<file path="src/ex_pkg.sv">
//////////////////////////////////////////////////////////////////////
// Shared widths, opcodes and bundles for the RV32 execute stage
// Imported by every RTL block and by the testbench
//////////////////////////////////////////////////////////////////////

package ex_pkg;

  // Data path and register address widths
  localparam int unsigned XLEN       = 32;
  localparam int unsigned REG_ADDR_W = 5;

  //////////////////////////////////////////////////////////////////////
  // Opcodes
  //////////////////////////////////////////////////////////////////////

  // ALU operations, last six are branch compares
  typedef enum logic [3:0] {
    ADD  = 4'h0,
    SUB  = 4'h1,
    AND  = 4'h2,
    OR   = 4'h3,
    XOR  = 4'h4,
    SLL  = 4'h5,
    SRL  = 4'h6,
    SRA  = 4'h7,
    SLT  = 4'h8,
    SLTU = 4'h9,
    EQ   = 4'ha,
    NE   = 4'hb,
    LT   = 4'hc,
    GE   = 4'hd,
    LTU  = 4'he,
    GEU  = 4'hf
  } alu_op_e;

  // Multiplier operations
  typedef enum logic [1:0] {
    MUL    = 2'b00,
    MULH   = 2'b01,
    MULHSU = 2'b10,
    MULHU  = 2'b11
  } mult_op_e;

  // High-word multiply sequence, one partial product per state
  typedef enum logic [1:0] {
    MULT_IDLE = 2'b00,
    MULT_ALBH = 2'b01,
    MULT_AHBL = 2'b10,
    MULT_AHBH = 2'b11
  } mult_state_e;

  //////////////////////////////////////////////////////////////////////
  // Bundles
  //////////////////////////////////////////////////////////////////////

  // One issued instruction from decode
  typedef struct packed {
    logic                  alu_en;
    alu_op_e               alu_op;
    logic                  mult_en;
    mult_op_e              mult_op;
    logic [XLEN-1:0]       op_a;
    logic [XLEN-1:0]       op_b;
    logic [XLEN-1:0]       op_c;
    // Forwarding port destination
    logic                  fw_we;
    logic [REG_ADDR_W-1:0] fw_waddr;
    // Load destination
    logic                  lsu_en;
    logic                  lsu_we;
    logic [REG_ADDR_W-1:0] lsu_waddr;
    logic                  csr_access;
    logic [XLEN-1:0]       csr_rdata;
    logic                  branch;
  } ex_issue_t;

  // One register file write
  typedef struct packed {
    logic                  we;
    logic [REG_ADDR_W-1:0] waddr;
    logic [XLEN-1:0]       wdata;
  } rf_wr_t;

endpackage

</file>
<file path="src/ex_regfile.sv">
//////////////////////////////////////////////////////////////////////
// Register file with a forwarding write port, a load write port and
// one asynchronous read port; x0 always reads zero
// RF_DEPTH of 16 gives an RV32E file and drops the top address bit
//////////////////////////////////////////////////////////////////////

`timescale 1ns/1ns

module ex_regfile #(
  parameter int unsigned RF_DEPTH = 32
) (
  input  logic                          clk,
  input  logic                          rst_n,
  input  ex_pkg::rf_wr_t                fw_wr_i,
  input  ex_pkg::rf_wr_t                wb_wr_i,
  input  logic [ex_pkg::REG_ADDR_W-1:0] raddr_i,
  output logic [ex_pkg::XLEN-1:0]       rdata_o
);
  import ex_pkg::*;

  localparam int unsigned IDX_W = $clog2(RF_DEPTH);

  logic [XLEN-1:0]  mem_q [RF_DEPTH];
  logic [IDX_W-1:0] fw_idx;
  logic [IDX_W-1:0] wb_idx;
  logic [IDX_W-1:0] rd_idx;

  // Upper address bits above the file size are ignored
  assign fw_idx = fw_wr_i.waddr[IDX_W-1:0];
  assign wb_idx = wb_wr_i.waddr[IDX_W-1:0];
  assign rd_idx = raddr_i[IDX_W-1:0];

  //////////////////////////////////////////////////////////////////////
  // Write ports
  //////////////////////////////////////////////////////////////////////

  always_ff @(posedge clk or negedge rst_n) begin
    if (!rst_n) begin
      for (int unsigned i = 0; i < RF_DEPTH; i++) begin
        mem_q[i] <= '0;
      end
    end else begin
      if (wb_wr_i.we && (wb_idx != '0)) begin
        mem_q[wb_idx] <= wb_wr_i.wdata;
      end
      // Younger instruction, overrides the load on an address clash
      if (fw_wr_i.we && (fw_idx != '0)) begin
        mem_q[fw_idx] <= fw_wr_i.wdata;
      end
    end
  end

  // Read port, x0 hard-wired
  assign rdata_o = (rd_idx == '0) ? '0 : mem_q[rd_idx];

endmodule

</file>
<file path="config.mk">
export PLATFORM = sky130hd
export DESIGN_NAME = ex_regfile
export DESIGN_NICKNAME = d
export VERILOG_FILES = /design/src/ex_pkg.sv /design/src/ex_regfile.sv
export SDC_FILE = /design/constraint.sdc
export NUM_CORES = 2
export LEC_CHECK = 0
export ABC_CLOCK_PERIOD_IN_PS = 2100
export BUFFER_PORTS_ARGS = -buffer_cell sky130_fd_sc_hd__buf_4
export CAP_MARGIN = 10
export CORE_MARGIN = 1
export CORE_UTILIZATION = 35
export CTS_CLUSTER_SIZE = 16
export DETAILED_ROUTE_END_ITERATION = 10
export PLACE_DENSITY = 0.54
export SYNTH_ARGS = -nofsm -noshare
export SYNTH_HDL_FRONTEND = slang
export SYNTH_SLANG_ARGS = --single-unit
</file>
<file path="constraint.sdc">
create_clock -name clk -period 2.1 [get_ports clk]
set_clock_uncertainty 0.15 [all_clocks]
set_input_delay 0.21 -clock clk [delete_from_list [all_inputs] [get_ports clk]]
set_output_delay 0.21 -clock clk [all_outputs]
set_load 0.01 [all_outputs]
</file>
==> results.toml <==
[die]
dieWidth_um = 401
dieArea_um2 = 161000
die_h_um = 401
num_io_pins = 115
core_region_area_um2 = 157000
num_rows = 145
start_util = 0.355

[clock_tree]
path_clk_slew_ns = 0.06
cts_buffer_depth = 3
numClockSinks = 1024
root_buffer = "clkbuf_16"
clk-insertion-delay-late_ns = 0.76
cts_tree = "yes"
h-tree-depth = 3
cts_made_buffers = 112

[setup_path]
endpoint_kind = "primary output"
cp-start-kind = "flip-flop"
required_ns = 1.74
arrival_ns = 2.54
critPathKind = "flip-flop to primary output"
worstPathMaxFanout = 2

[layout]
fin_cells = 7714
syn_to_final_growth_pct = 21.1
top_regs = "mem_q x1024"
final_cell_mix = "mux2i_1, dfrtp_1, a21oi_1"
nNetsFinal = 5637
regMostFlops = "mem_q"
stdcell_area_um2 = 67400
final_common_cell = "mux2i_1"
largest_reg_flops = 1024
final_layout_size_suffix_gt1_frac = 0.179

[synth]
netlist.area_leader.share = 0.460
syn_area_per_cell_um2 = 10.2
synthDistinctLibCells = 45
synthCells = 5469
syn_nets = 5552
post-synth-top-area-cell = "dfrtp_1"
ys_ff_latch = 1024
syn_area_um2 = 55600
yosysWarnings = 0
ys_top_cells_by_area = "dfrtp_1, mux2i_1, a21oi_1, mux4_2, nor2_1"
ys_seq_area_frac = 0.460

[sta]
slew_violations = 0
slew_headroom = 0.324
max_freq_ghz = 0.345
hold_violations = 0
final.period_utilization = 1.38
layout_setup_ws_ns = -0.802
rsz0062_at_grt = "yes"
final.setup.tns_ns = -22.77
worst_slew_pin_slew_ns = 1.01
period_needed_ns = 2.90
setup_violations = 32

[detailed_routing]
vias = 44440
dr.pass1.iters = 6
ant_nets = 0
wirelength_um = 225000
wl_per_cell_um = 29.1
viasPerCell = 5.76
drc = 0
drt_iter0_drc = 4642

[status]
status = "finished with violations"
violations = "negative setup slack"

[grt]
grt_pass1_vias = 42487
gr-total-overflow = 0
antenna_found_initial = 9
grtUsageTotal = 0.274
grt_max_degree = 68
grt_pass1_wl_um = 322000

[placement]
place_congestion = 0.895
placedCellCount = 7400
placed_cell_area_um2 = 61800
dp_hpwl_um = 142000
port_buffers = 114
place_ws_ns = -0.816

[power_and_ir_drop]
power_density_nw_per_um2 = 925
p_leak_nw = 29.8
vdd_drop_max_mv = 0.736

[job]
cap_violations = 0

[min_path]
hold_path_class = "input pin to flip-flop"
==> routing by layer <==
layer | part of all wire | track usage | routed length, um | vias up
li1 | - | - | - | 19523
met1 | 0.44 | 0.390 | 98500 | 22618
met2 | 0.45 | 0.422 | 100000 | 1916
met3 | 0.077 | 0.0435 | 17200 | 375
met4 | 0.037 | 0.0969 | 8340 | 8
met5 | 0.00026 | 0 | 58 | -
==> final timing paths <==
check,from,to,slack (ns),depth (start not counted)
setup / recovery,mem_q[80]$_DFF_PN0_,rdata_o[16],-0.80,6
hold / removal,wb_wr_i[32],mem_q[769]$_DFF_PN0_,0.06,5
setup reg to reg,mem_q[713]$_DFF_PN0_,mem_q[713]$_DFF_PN0_,0.62,3
hold reg to reg,mem_q[1021]$_DFF_PN0_,mem_q[1021]$_DFF_PN0_,0.23,0
max in group asynchronous,rst_n,mem_q[997]$_DFF_PN0_,0.36,3
min in group asynchronous,rst_n,mem_q[721]$_DFF_PN0_,0.07,3
==> worst max-delay path, cell delays in order (launching register included) <==
cell	delay [ns]
dfrtp_1	0.38
mux4_2	0.47
mux2_4	0.30
a221oi_2	0.24
buf_4	0.18
a211oi_2	0.05
buf_4	0.16
==> repair_timing <==
item	in CTS	in global routing
pin swaps	30	34
hold buffers	98	1
endpoints found under the setup margin	32	41
hold endpoints to repair	1985	4
resized for setup	103	27
setup buffers	5	11
==> synth_stat cells, drive strengths merged <==
cell type / instances
a211oi: 32
a21boi: 2
a21oi: 641
a221oi: 32
a22oi: 32
a2bb2oi: 17
and2: 2
and3: 1
and4: 1
and4b: 3
and4bb: 3
buf: 185
clkbuf: 462
dfrtp: 1024
inv: 1
mux2: 32
mux2i: 1233
mux4: 128
nand2: 476
nand2b: 4
nand3: 5
nand3b: 1
nand4: 34
nand4b: 3
nand4bb: 3
nor2: 637
nor2b: 9
nor3: 5
nor3b: 1
o211ai: 5
o21ai: 382
o221ai: 64
or2: 4
or3: 2
or3b: 2
or4b: 1
==> metrics by stage <==
step	util	total power [mW]	hold slack [ns]
2_1_floorplan	-	35.8	-0.236
3_3_place_gp	0.394	40.2	-0.00279
3_5_place_dp	0.394	40.6	-0.00363
4_1_cts	0.428	62.3	0.00103
5_1_grt	0.429	65.1	0.0636
6_report	0.429	62.3	0.0581
==> power breakdown <==
part | total, mW | switching, mW | internal [mW] | leakage, nW
Clock | 21.0 | 8.83 | 12.2 | 1.91
Combinational | 13.7 | 6.72 | 6.94 | 15.5
Sequential | 27.7 | 2.86 | 24.8 | 12.5
Total | 62.3 | 18.4 | 43.9 | 29.8
==> area by class of cell <==
cell class / instances / area [um^2]
clock buffers: 163 / 3320
inverters: 1 / 3.75
clock inverters: 45 / 536
multi-input cells: 3797 / 28200
fillers: 14617 / 89500
well taps: 2058 / 2570
flip-flops and latches: 1024 / 25600
diodes: 8 / 20.0
repair buffers: 618 / 7070
==> cells by family after synthesis <==
kind of cell | after synthesis | synth area share
compound gates | 1207 | 0.119
flops | 1024 | 0.460
simple gates | 1197 | 0.0868
buf+inv | 648 | 0.0533
mux | 1393 | 0.280
No activity file was read; power rests on OpenSTA's default activity.
