**src/ex_pkg.sv**
```systemverilog
//////////////////////////////////////////////////////////////////////
// Shared widths, opcodes and bundles for the RV32 execute stage
// Imported by every RTL block and by the testbench
//////////////////////////////////////////////////////////////////////

package ex_pkg;

  // Data path and register address widths
  localparam int unsigned XLEN       = 32;
  localparam int unsigned REG_ADDR_W = 5;

  //////////////////////////////////////////////////////////////////////
  // Opcodes
  //////////////////////////////////////////////////////////////////////

  // ALU operations, last six are branch compares
  typedef enum logic [3:0] {
    ADD  = 4'h0,
    SUB  = 4'h1,
    AND  = 4'h2,
    OR   = 4'h3,
    XOR  = 4'h4,
    SLL  = 4'h5,
    SRL  = 4'h6,
    SRA  = 4'h7,
    SLT  = 4'h8,
    SLTU = 4'h9,
    EQ   = 4'ha,
    NE   = 4'hb,
    LT   = 4'hc,
    GE   = 4'hd,
    LTU  = 4'he,
    GEU  = 4'hf
  } alu_op_e;

  // Multiplier operations
  typedef enum logic [1:0] {
    MUL    = 2'b00,
    MULH   = 2'b01,
    MULHSU = 2'b10,
    MULHU  = 2'b11
  } mult_op_e;

  // High-word multiply sequence, one partial product per state
  typedef enum logic [1:0] {
    MULT_IDLE = 2'b00,
    MULT_ALBH = 2'b01,
    MULT_AHBL = 2'b10,
    MULT_AHBH = 2'b11
  } mult_state_e;

  //////////////////////////////////////////////////////////////////////
  // Bundles
  //////////////////////////////////////////////////////////////////////

  // One issued instruction from decode
  typedef struct packed {
    logic                  alu_en;
    alu_op_e               alu_op;
    logic                  mult_en;
    mult_op_e              mult_op;
    logic [XLEN-1:0]       op_a;
    logic [XLEN-1:0]       op_b;
    logic [XLEN-1:0]       op_c;
    // Forwarding port destination
    logic                  fw_we;
    logic [REG_ADDR_W-1:0] fw_waddr;
    // Load destination
    logic                  lsu_en;
    logic                  lsu_we;
    logic [REG_ADDR_W-1:0] lsu_waddr;
    logic                  csr_access;
    logic [XLEN-1:0]       csr_rdata;
    logic                  branch;
  } ex_issue_t;

  // One register file write
  typedef struct packed {
    logic                  we;
    logic [REG_ADDR_W-1:0] waddr;
    logic [XLEN-1:0]       wdata;
  } rf_wr_t;

endpackage

```
**src/ex_alu.sv**
```systemverilog
//////////////////////////////////////////////////////////////////////
// Single-cycle integer ALU with branch compare output
// Purely combinational, result valid in the cycle the operands appear
//////////////////////////////////////////////////////////////////////

`timescale 1ns/1ns

module ex_alu (
  input  ex_pkg::alu_op_e         operator_i,
  input  logic [ex_pkg::XLEN-1:0] operand_a_i,
  input  logic [ex_pkg::XLEN-1:0] operand_b_i,
  output logic [ex_pkg::XLEN-1:0] result_o,
  output logic                    comparison_result_o
);
  import ex_pkg::*;

  logic            is_signed;
  logic            is_sub;
  logic            is_arith;
  logic [XLEN:0]   adder_a;
  logic [XLEN:0]   adder_b;
  logic [XLEN:0]   adder_sum;
  logic            is_equal;
  logic            is_less;
  logic [4:0]      shamt;
  logic [XLEN-1:0] shift_left;
  logic [XLEN:0]   shift_right;

  //////////////////////////////////////////////////////////////////////
  // Shared adder
  //////////////////////////////////////////////////////////////////////

  // Signed compares extend with the sign bit, unsigned with zero
  assign is_signed = operator_i inside {SLT, LT, GE};
  // Everything except ADD goes through as a - b
  assign is_sub    = (operator_i != ADD);

  assign adder_a   = {is_signed & operand_a_i[XLEN-1], operand_a_i};
  assign adder_b   = {is_signed & operand_b_i[XLEN-1], operand_b_i};
  assign adder_sum = adder_a + (is_sub ? ~adder_b : adder_b) + {{XLEN{1'b0}}, is_sub};

  // Extra bit is the sign of the exact difference
  assign is_less   = adder_sum[XLEN];
  assign is_equal  = (adder_sum[XLEN-1:0] == '0);

  //////////////////////////////////////////////////////////////////////
  // Shifter
  //////////////////////////////////////////////////////////////////////

  // Only the low five bits of b count
  assign shamt       = operand_b_i[4:0];
  assign is_arith    = (operator_i == SRA);
  assign shift_left  = operand_a_i << shamt;
  // One extra bit carries the fill value for SRA
  assign shift_right = $signed({is_arith & operand_a_i[XLEN-1], operand_a_i}) >>> shamt;

  // Branch compare
  always_comb begin
    case (operator_i)
      EQ:       comparison_result_o = is_equal;
      NE:       comparison_result_o = ~is_equal;
      LT, LTU:  comparison_result_o = is_less;
      GE, GEU:  comparison_result_o = ~is_less;
      SLT:      comparison_result_o = is_less;
      SLTU:     comparison_result_o = is_less;
      default:  comparison_result_o = 1'b0;
    endcase
  end

  // Result select
  always_comb begin
    case (operator_i)
      ADD, SUB:  result_o = adder_sum[XLEN-1:0];
      AND:       result_o = operand_a_i & operand_b_i;
      OR:        result_o = operand_a_i | operand_b_i;
      XOR:       result_o = operand_a_i ^ operand_b_i;
      SLL:       result_o = shift_left;
      SRL, SRA:  result_o = shift_right[XLEN-1:0];
      // Set and compare ops return the flag in bit 0
      default:   result_o = {{(XLEN-1){1'b0}}, comparison_result_o};
    endcase
  end

endmodule

```
**src/ex_mult.sv**
```systemverilog
//////////////////////////////////////////////////////////////////////
// Integer multiplier for MUL, MULH, MULHSU and MULHU
// MUL finishes in one cycle, high-word ops take four cycles and
// hold ready_o low for the first three
//////////////////////////////////////////////////////////////////////

`timescale 1ns/1ns

module ex_mult (
  input  logic                    clk,
  input  logic                    rst_n,
  input  logic                    enable_i,
  input  ex_pkg::mult_op_e        operator_i,
  input  logic [ex_pkg::XLEN-1:0] op_a_i,
  input  logic [ex_pkg::XLEN-1:0] op_b_i,
  input  logic                    ex_ready_i,
  output logic [ex_pkg::XLEN-1:0] result_o,
  output logic                    ready_o
);
  import ex_pkg::*;

  localparam int unsigned HALF_W = XLEN / 2;

  mult_state_e                 state_q;
  mult_state_e                 state_d;
  logic                        a_signed;
  logic                        b_signed;
  logic [HALF_W:0]             a_lo;
  logic [HALF_W:0]             a_hi;
  logic [HALF_W:0]             b_lo;
  logic [HALF_W:0]             b_hi;
  logic [HALF_W:0]             pp_a;
  logic [HALF_W:0]             pp_b;
  logic signed [2*HALF_W+1:0]  pp;
  logic [2*XLEN-1:0]           pp_ext;
  logic [2*XLEN-1:0]           pp_shifted;
  logic [2*XLEN-1:0]           acc_q;
  logic [2*XLEN-1:0]           acc_d;
  logic [XLEN-1:0]             prod_ll;
  logic [XLEN-1:0]             prod_lh;
  logic [XLEN-1:0]             prod_hl;
  logic [XLEN-1:0]             mul_low;

  //////////////////////////////////////////////////////////////////////
  // Low word, single cycle
  //////////////////////////////////////////////////////////////////////

  assign prod_ll = op_a_i[HALF_W-1:0] * op_b_i[HALF_W-1:0];
  assign prod_lh = op_a_i[HALF_W-1:0] * op_b_i[XLEN-1:HALF_W];
  assign prod_hl = op_a_i[XLEN-1:HALF_W] * op_b_i[HALF_W-1:0];
  // Cross terms only reach the upper half, high x high drops out
  assign mul_low = prod_ll + {prod_lh[HALF_W-1:0] + prod_hl[HALF_W-1:0], {HALF_W{1'b0}}};

  //////////////////////////////////////////////////////////////////////
  // High word, one 17x17 partial product per cycle
  //////////////////////////////////////////////////////////////////////

  assign a_signed = (operator_i == MULH) || (operator_i == MULHSU);
  assign b_signed = (operator_i == MULH);

  // Low halves always unsigned, upper halves carry the operand sign
  assign a_lo = {1'b0, op_a_i[HALF_W-1:0]};
  assign a_hi = {a_signed & op_a_i[XLEN-1], op_a_i[XLEN-1:HALF_W]};
  assign b_lo = {1'b0, op_b_i[HALF_W-1:0]};
  assign b_hi = {b_signed & op_b_i[XLEN-1], op_b_i[XLEN-1:HALF_W]};

  always_comb begin
    case (state_q)
      MULT_IDLE: begin
        pp_a       = a_lo;
        pp_b       = b_lo;
        pp_shifted = pp_ext;
      end
      MULT_ALBH: begin
        pp_a       = a_lo;
        pp_b       = b_hi;
        pp_shifted = pp_ext << HALF_W;
      end
      MULT_AHBL: begin
        pp_a       = a_hi;
        pp_b       = b_lo;
        pp_shifted = pp_ext << HALF_W;
      end
      default: begin
        pp_a       = a_hi;
        pp_b       = b_hi;
        pp_shifted = pp_ext << XLEN;
      end
    endcase
  end

  assign pp     = $signed(pp_a) * $signed(pp_b);
  assign pp_ext = {{(2*XLEN-2*HALF_W-2){pp[2*HALF_W+1]}}, pp};
  // First step starts a fresh sum
  assign acc_d  = ((state_q == MULT_IDLE) ? '0 : acc_q) + pp_shifted;

  // Accumulator frozen in the last state while waiting for ex_ready_i
  always_ff @(posedge clk) begin
    if (state_q != MULT_AHBH) begin
      acc_q <= acc_d;
    end
  end

  // Sequence control
  always_comb begin
    state_d = state_q;
    ready_o = 1'b1;
    case (state_q)
      MULT_IDLE: begin
        if (enable_i && (operator_i != MUL)) begin
          ready_o = 1'b0;
          state_d = MULT_ALBH;
        end
      end
      MULT_ALBH: begin
        ready_o = 1'b0;
        state_d = MULT_AHBL;
      end
      MULT_AHBL: begin
        ready_o = 1'b0;
        state_d = MULT_AHBH;
      end
      default: begin
        // Result on the port, leave once the stage accepts it
        if (ex_ready_i) begin
          state_d = MULT_IDLE;
        end
      end
    endcase
  end

  always_ff @(posedge clk or negedge rst_n) begin
    if (!rst_n) begin
      state_q <= MULT_IDLE;
    end else begin
      state_q <= state_d;
    end
  end

  assign result_o = (operator_i == MUL) ? mul_low : acc_d[2*XLEN-1:XLEN];

endmodule

```
**src/ex_stage.sv**
```systemverilog
//////////////////////////////////////////////////////////////////////
// Execute stage: ALU, multiplier, forwarding write port and the
// EX/WB register for load write-back
// Decode holds issue_i stable while ex_ready_o is low
//////////////////////////////////////////////////////////////////////

`timescale 1ns/1ns

module ex_stage (
  input  logic                    clk,
  input  logic                    rst_n,
  input  ex_pkg::ex_issue_t       issue_i,
  input  logic                    wb_ready_i,
  input  logic                    lsu_ready_ex_i,
  input  logic [ex_pkg::XLEN-1:0] lsu_rdata_i,
  input  logic                    lsu_err_i,
  output ex_pkg::rf_wr_t          fw_wr_o,
  output ex_pkg::rf_wr_t          wb_wr_o,
  output logic                    branch_decision_o,
  output logic [ex_pkg::XLEN-1:0] jump_target_o,
  output logic                    ex_ready_o,
  output logic                    ex_valid_o
);
  import ex_pkg::*;

  logic [XLEN-1:0]       alu_result;
  logic                  alu_cmp_result;
  logic [XLEN-1:0]       mult_result;
  logic                  mult_ready;
  logic                  units_ready;
  logic                  has_work;
  logic                  load_wr;
  logic                  lsu_we_q;
  logic [REG_ADDR_W-1:0] lsu_waddr_q;

  //////////////////////////////////////////////////////////////////////
  // Functional units
  //////////////////////////////////////////////////////////////////////

  ex_alu u_alu (
    .operator_i          (issue_i.alu_op),
    .operand_a_i         (issue_i.op_a),
    .operand_b_i         (issue_i.op_b),
    .result_o            (alu_result),
    .comparison_result_o (alu_cmp_result)
  );

  ex_mult u_mult (
    .clk        (clk),
    .rst_n      (rst_n),
    .enable_i   (issue_i.mult_en),
    .operator_i (issue_i.mult_op),
    .op_a_i     (issue_i.op_a),
    .op_b_i     (issue_i.op_b),
    .ex_ready_i (ex_ready_o),
    .result_o   (mult_result),
    .ready_o    (mult_ready)
  );

  // Branch outcome goes straight back to fetch
  assign branch_decision_o = alu_cmp_result;
  assign jump_target_o     = issue_i.op_c;

  //////////////////////////////////////////////////////////////////////
  // Handshake
  //////////////////////////////////////////////////////////////////////

  assign units_ready = mult_ready & lsu_ready_ex_i & wb_ready_i;
  assign has_work    = issue_i.alu_en | issue_i.mult_en | issue_i.csr_access | issue_i.lsu_en;

  // Branches retire here and never wait on writeback
  assign ex_ready_o  = units_ready | issue_i.branch;
  assign ex_valid_o  = has_work & units_ready;

  // Forwarding port, CSR over multiplier over ALU
  always_comb begin
    fw_wr_o.we    = issue_i.fw_we & ex_valid_o;
    fw_wr_o.waddr = issue_i.fw_waddr;
    if (issue_i.csr_access) begin
      fw_wr_o.wdata = issue_i.csr_rdata;
    end else if (issue_i.mult_en) begin
      fw_wr_o.wdata = mult_result;
    end else if (issue_i.alu_en) begin
      fw_wr_o.wdata = alu_result;
    end else begin
      fw_wr_o.wdata = '0;
    end
  end

  //////////////////////////////////////////////////////////////////////
  // EX/WB register
  //////////////////////////////////////////////////////////////////////

  // Faulting loads never reach the register file
  assign load_wr = issue_i.lsu_en & issue_i.lsu_we & ~lsu_err_i;

  always_ff @(posedge clk or negedge rst_n) begin
    if (!rst_n) begin
      lsu_we_q    <= 1'b0;
      lsu_waddr_q <= '0;
    end else if (ex_valid_o) begin
      lsu_we_q <= load_wr;
      if (load_wr) begin
        lsu_waddr_q <= issue_i.lsu_waddr;
      end
    end else if (wb_ready_i) begin
      // Nothing new this cycle, drain the pending load
      lsu_we_q <= 1'b0;
    end
  end

  // Load data arrives one cycle after issue
  assign wb_wr_o.we    = lsu_we_q;
  assign wb_wr_o.waddr = lsu_waddr_q;
  assign wb_wr_o.wdata = lsu_rdata_i;

endmodule

```
**config.mk**
```make
export PLATFORM = sky130hd
export DESIGN_NAME = ex_stage
export DESIGN_NICKNAME = d
export VERILOG_FILES = /design/src/ex_pkg.sv /design/src/ex_alu.sv /design/src/ex_mult.sv /design/src/ex_stage.sv
export SDC_FILE = /design/constraint.sdc
export NUM_CORES = 2
export LEC_CHECK = 0
export ABC_AREA = 1
export ABC_CLOCK_PERIOD_IN_PS = 12430
export BUFFER_PORTS_ARGS = -buffer_cell sky130_fd_sc_hd__buf_2
export CORE_ASPECT_RATIO = 1.25
export CORE_MARGIN = 2
export CORE_UTILIZATION = 60
export CTS_BUF_LIST = sky130_fd_sc_hd__clkbuf_4
export CTS_CLUSTER_DIAMETER = 60
export DETAILED_ROUTE_END_ITERATION = 7
export PLACE_DENSITY = 0.83
export SYNTH_ARGS = -nofsm -noshare
export SYNTH_HDL_FRONTEND = slang
export SYNTH_SLANG_ARGS = --single-unit
```
**constraint.sdc**
```tcl
create_clock -name clk -period 12.43 [get_ports clk]
set_clock_uncertainty 0.05 [all_clocks]
set_input_delay 0.6215 -clock clk [delete_from_list [all_inputs] [get_ports clk]]
set_output_delay 0.6215 -clock clk [all_outputs]
set_load 0.01 [all_outputs]
```
==> impl_metrics.csv <==
group,metric,value,unit
placement,buffer_ports.inserted,160,
placement,globalplace.congestion,1.08,
grt,via_count_of_the_first_global_routing_pass,46400,
setup_path,critical-path-max-stage-delay,0.57,ns
clock_tree,post-cts-setup-buffer-count,0,
synth,dominant_cell_type_by_area_after_synthesis,"sky130_fd_sc_hd__fa_1",
clock_tree,maximum_buffer_depth_of_the_clock_tree,2,
grt,track_usage,46.6,%
setup_path,critPathSlowestCell,"sky130_fd_sc_hd__fa_1",
synth,post_synth_main_area_contributors,"sky130_fd_sc_hd__fa_1 (31%), sky130_fd_sc_hd__inv_1 (13%), sky130_fd_sc_hd__ha_1 (12%), sky130_fd_sc_hd__nand2_1 (12%), sky130_fd_sc_hd__nor2_1 (4.5%)",
synth,synth.avg_cell_area,6.98,µm²
floorplanning,ios,299,
setup_path,critical_path.endpoint_type,"primary output",
job,maxCapViolCount,1,
routing,detail_route.drc_violations,2,
timing,finalHoldViolCount,0,
routing,finalWirelength,181000,µm
routing,detail-route-antenna-nets,0,
floorplanning,fp.dieArea,0.0776,mm²
synth,ys_async_sr_fraction,11.3,%
timing,report.final.setup_viol,0,
synth,yosys_warnings,0,
floorplanning,initial_core_util,60.5,%
timing,timing.final.ws_setup,0.829,ns
clock_tree,worstSkewPairLatency,0.49,ns
clock_tree,cts_hold_buf,1,
timing,number_of_slew_limit_violations_in_the_final_report,2,
synth,postSynth.topFlopCell,"sky130_fd_sc_hd__edfxtp_1",
synth,synthTopCellsByCount,"sky130_fd_sc_hd__inv_1 (1563), sky130_fd_sc_hd__nand2_1 (1422), sky130_fd_sc_hd__fa_1 (691)",
setup_path,worst-endpoint-required,11.76,ns
layout,post_route_cells_drive_above_1_share,6.51,%
layout,finalCoreUtilization,62.9,%
synth,netlist_area,0.0452,mm²
setup_path,setup.worst_path.class,"reg2out",
timing,worstMarginPinSlew,1.53,ns
floorplanning,x_dimension_of_the_die,250,µm
clock_tree,htree_num_levels,3,
clock_tree,cts_inserted_buffers,9,
grt,grt_first_pass_wirelength,271000,µm
routing,routed_wire_length_per_instance,24.2,µm
layout,syn_to_final_growth,3.87,%
setup_path,startpoint_type,"flop",
routing,vias,44400,
timing,final.min_clock_period,11.60,ns
placement,pre_cts_ws,1.44,ns
floorplanning,core_area,0.0747,mm²
synth,synth_top_area_share,30.6,%
synth,synth.most_common_cell,"sky130_fd_sc_hd__inv_1",
timing,max-slew-margin-rel,-3.02,%
routing,dr.first_iter.drc_count,4493,
min_path,class_of_the_worst_hold_path,"in2reg",
clock_tree,cts-resized-gates,0,
setup_path,critical_path_arrival,10.93,ns
setup_path,cp_max_fo,33,
synth,number_of_enable_flip_flop_cells_after_synthesis,63,
floorplanning,placement_rows,112,
grt,grt_remaining_overflow,0,
synth,ys_ff_latch,71,
clock_tree,tritoncts,"done",
clock_tree,cts.clk_slew.worst_paths,0.14,ns
placement,detailed_place_hpwl,148000,µm
synth,net_count_synth,7811,
setup_path,crit_path_frequent_cell,"sky130_fd_sc_hd__a21oi_1",
setup_path,timing.reg2reg.setup_slack,2.10,ns
synth,yosysSeqAreaShare,4.63,%
layout,num-nets-final,7818,
clock_tree,cts_root_buf,"sky130_fd_sc_hd__clkbuf_4",
clock_tree,numClockSinks,71,
synth,netlist_instances,6482,
routing,firstDrtPassIters,8,
grt,number_of_antenna_violations_at_the_first_check_in_global_routing,7,
floorplanning,floorplan.die.height,311,µm
timing,final_period_util,93.3,%
timing,max_clock_freq,86.2,MHz
grt,grt_max_degree,64,
routing,vias_per_cell,5.95,
timing,rsz0062_at_grt,"no",
timing,final_layout_setup_total_negative_slack,0,ns
outcome,status,"complete, but fails checks",
outcome,violations_in_the_final_reports,"DRC, capacitance limit, slew limit",
synth,synth.lib_cells_used.distinct,76,
-- layer usage --
metal	part of all wire, %	track usage (%)
met1	32	49.3
met2	47	78.2
met3	9.4	8.94
met4	12	43.6
met5	0.020	0
-- layout by cell type (no fill, tap or decap), types with 10 or more instances in the layout --
cell,n
sky130_fd_sc_hd__fa_1,691
sky130_fd_sc_hd__a221oi_1,20
sky130_fd_sc_hd__a31oi_1,40
sky130_fd_sc_hd__o21bai_1,19
sky130_fd_sc_hd__edfxtp_1,63
sky130_fd_sc_hd__o22ai_1,22
sky130_fd_sc_hd__inv_1,1562
sky130_fd_sc_hd__nand3_1,153
sky130_fd_sc_hd__o21a_1,12
sky130_fd_sc_hd__a21oi_1,294
sky130_fd_sc_hd__nor4_1,13
sky130_fd_sc_hd__o2111ai_1,17
sky130_fd_sc_hd__a21o_1,24
sky130_fd_sc_hd__nand2_2,10
sky130_fd_sc_hd__xnor2_1,52
sky130_fd_sc_hd__buf_2,161
sky130_fd_sc_hd__nand4_1,27
sky130_fd_sc_hd__a21oi_2,12
sky130_fd_sc_hd__nand2_1,1422
sky130_fd_sc_hd__clkinv_1,15
sky130_fd_sc_hd__o21ai_1,88
sky130_fd_sc_hd__ha_1,449
sky130_fd_sc_hd__nor2_1,542
sky130_fd_sc_hd__nand3b_1,10
sky130_fd_sc_hd__inv_2,24
sky130_fd_sc_hd__o211ai_1,40
sky130_fd_sc_hd__buf_4,147
sky130_fd_sc_hd__mux2i_1,18
sky130_fd_sc_hd__o21ai_0,258
sky130_fd_sc_hd__nor3_1,27
sky130_fd_sc_hd__xor2_1,122
-- path summary, 6_finish.rpt --
path,from,endpoint,depth (start not counted)
setup / recovery,u_mult.state_q[0]$_DFFE_PN0P_,fw_wr_o[23],44
hold / removal,wb_ready_i,lsu_we_q$_DFFE_PN0P_,2
setup reg to reg,u_mult.state_q[0]$_DFFE_PN0P_,u_mult.acc_q[55]$_DFFE_PP_,41
hold reg to reg,lsu_waddr_q[4]$_DFFE_PN0P_,lsu_waddr_q[4]$_DFFE_PN0P_,1
max in group asynchronous,rst_n,u_mult.state_q[0]$_DFFE_PN0P_,2
min in group asynchronous,rst_n,lsu_waddr_q[1]$_DFFE_PN0P_,2
-- final cells by class --
| type | count | area [µm²] |
|---|---|---|
| diodes | 2 | 5.00 |
| clock buffers | 9 | 67.6 |
| clock inverters | 7 | 71.3 |
| fillers | 6860 | 27700 |
| inverters | 1601 | 6010 |
| multi-input cells | 4497 | 35600 |
| flip-flops and latches | 71 | 2090 |
| well taps | 969 | 1210 |
| repair buffers | 309 | 1920 |
-- per-stage QoR --
step | hold slack (ns) | instance area, µm² | instances
5_1_grt | 0.306 | 47000 | 7464
6_report | 0.306 | 47000 | 7465
3_5_place_dp | 0.440 | 46800 | 7445
3_3_place_gp | 0.437 | 46800 | 7445
2_1_floorplan | 0.276 | 45200 | 6482
4_1_cts | 0.290 | 47000 | 7462
-- critical path: cells and delay by family, from the launching register on --
family	cells	cell delay [ns]
adder cells (fa/ha/maj)	9	3.86
AO/OA/AOI/OAI	15	2.80
buffers and inverters	10	1.74
AND/OR/NAND/NOR	8	0.86
XOR/XNOR	2	0.65
flip-flops	1	0.48
-- sequential cells by signal, summed over array words and instances, names as in the netlist --
signal	cells
lsu_we_q	1
lsu_waddr_q	5
u_mult.state_q	2
u_mult.acc_q	63
-- cells by family (layout without fill, tap and decap cells) --
group	Yosys count	in the layout	share of synthesized area, %
flops	71	71	4.63
mux	23	23	0.523
xor+xnor	175	175	3.41
compound gates	919	919	12.0
simple gates	2238	2238	19.7
fa+ha+maj	1141	1141	43.0
buf+inv	1914	1926	16.7
other cells	1	3	0.00829
Power is not shown: default switching activity piles up to over one toggle a cycle in this logic, so the estimate is an artifact.
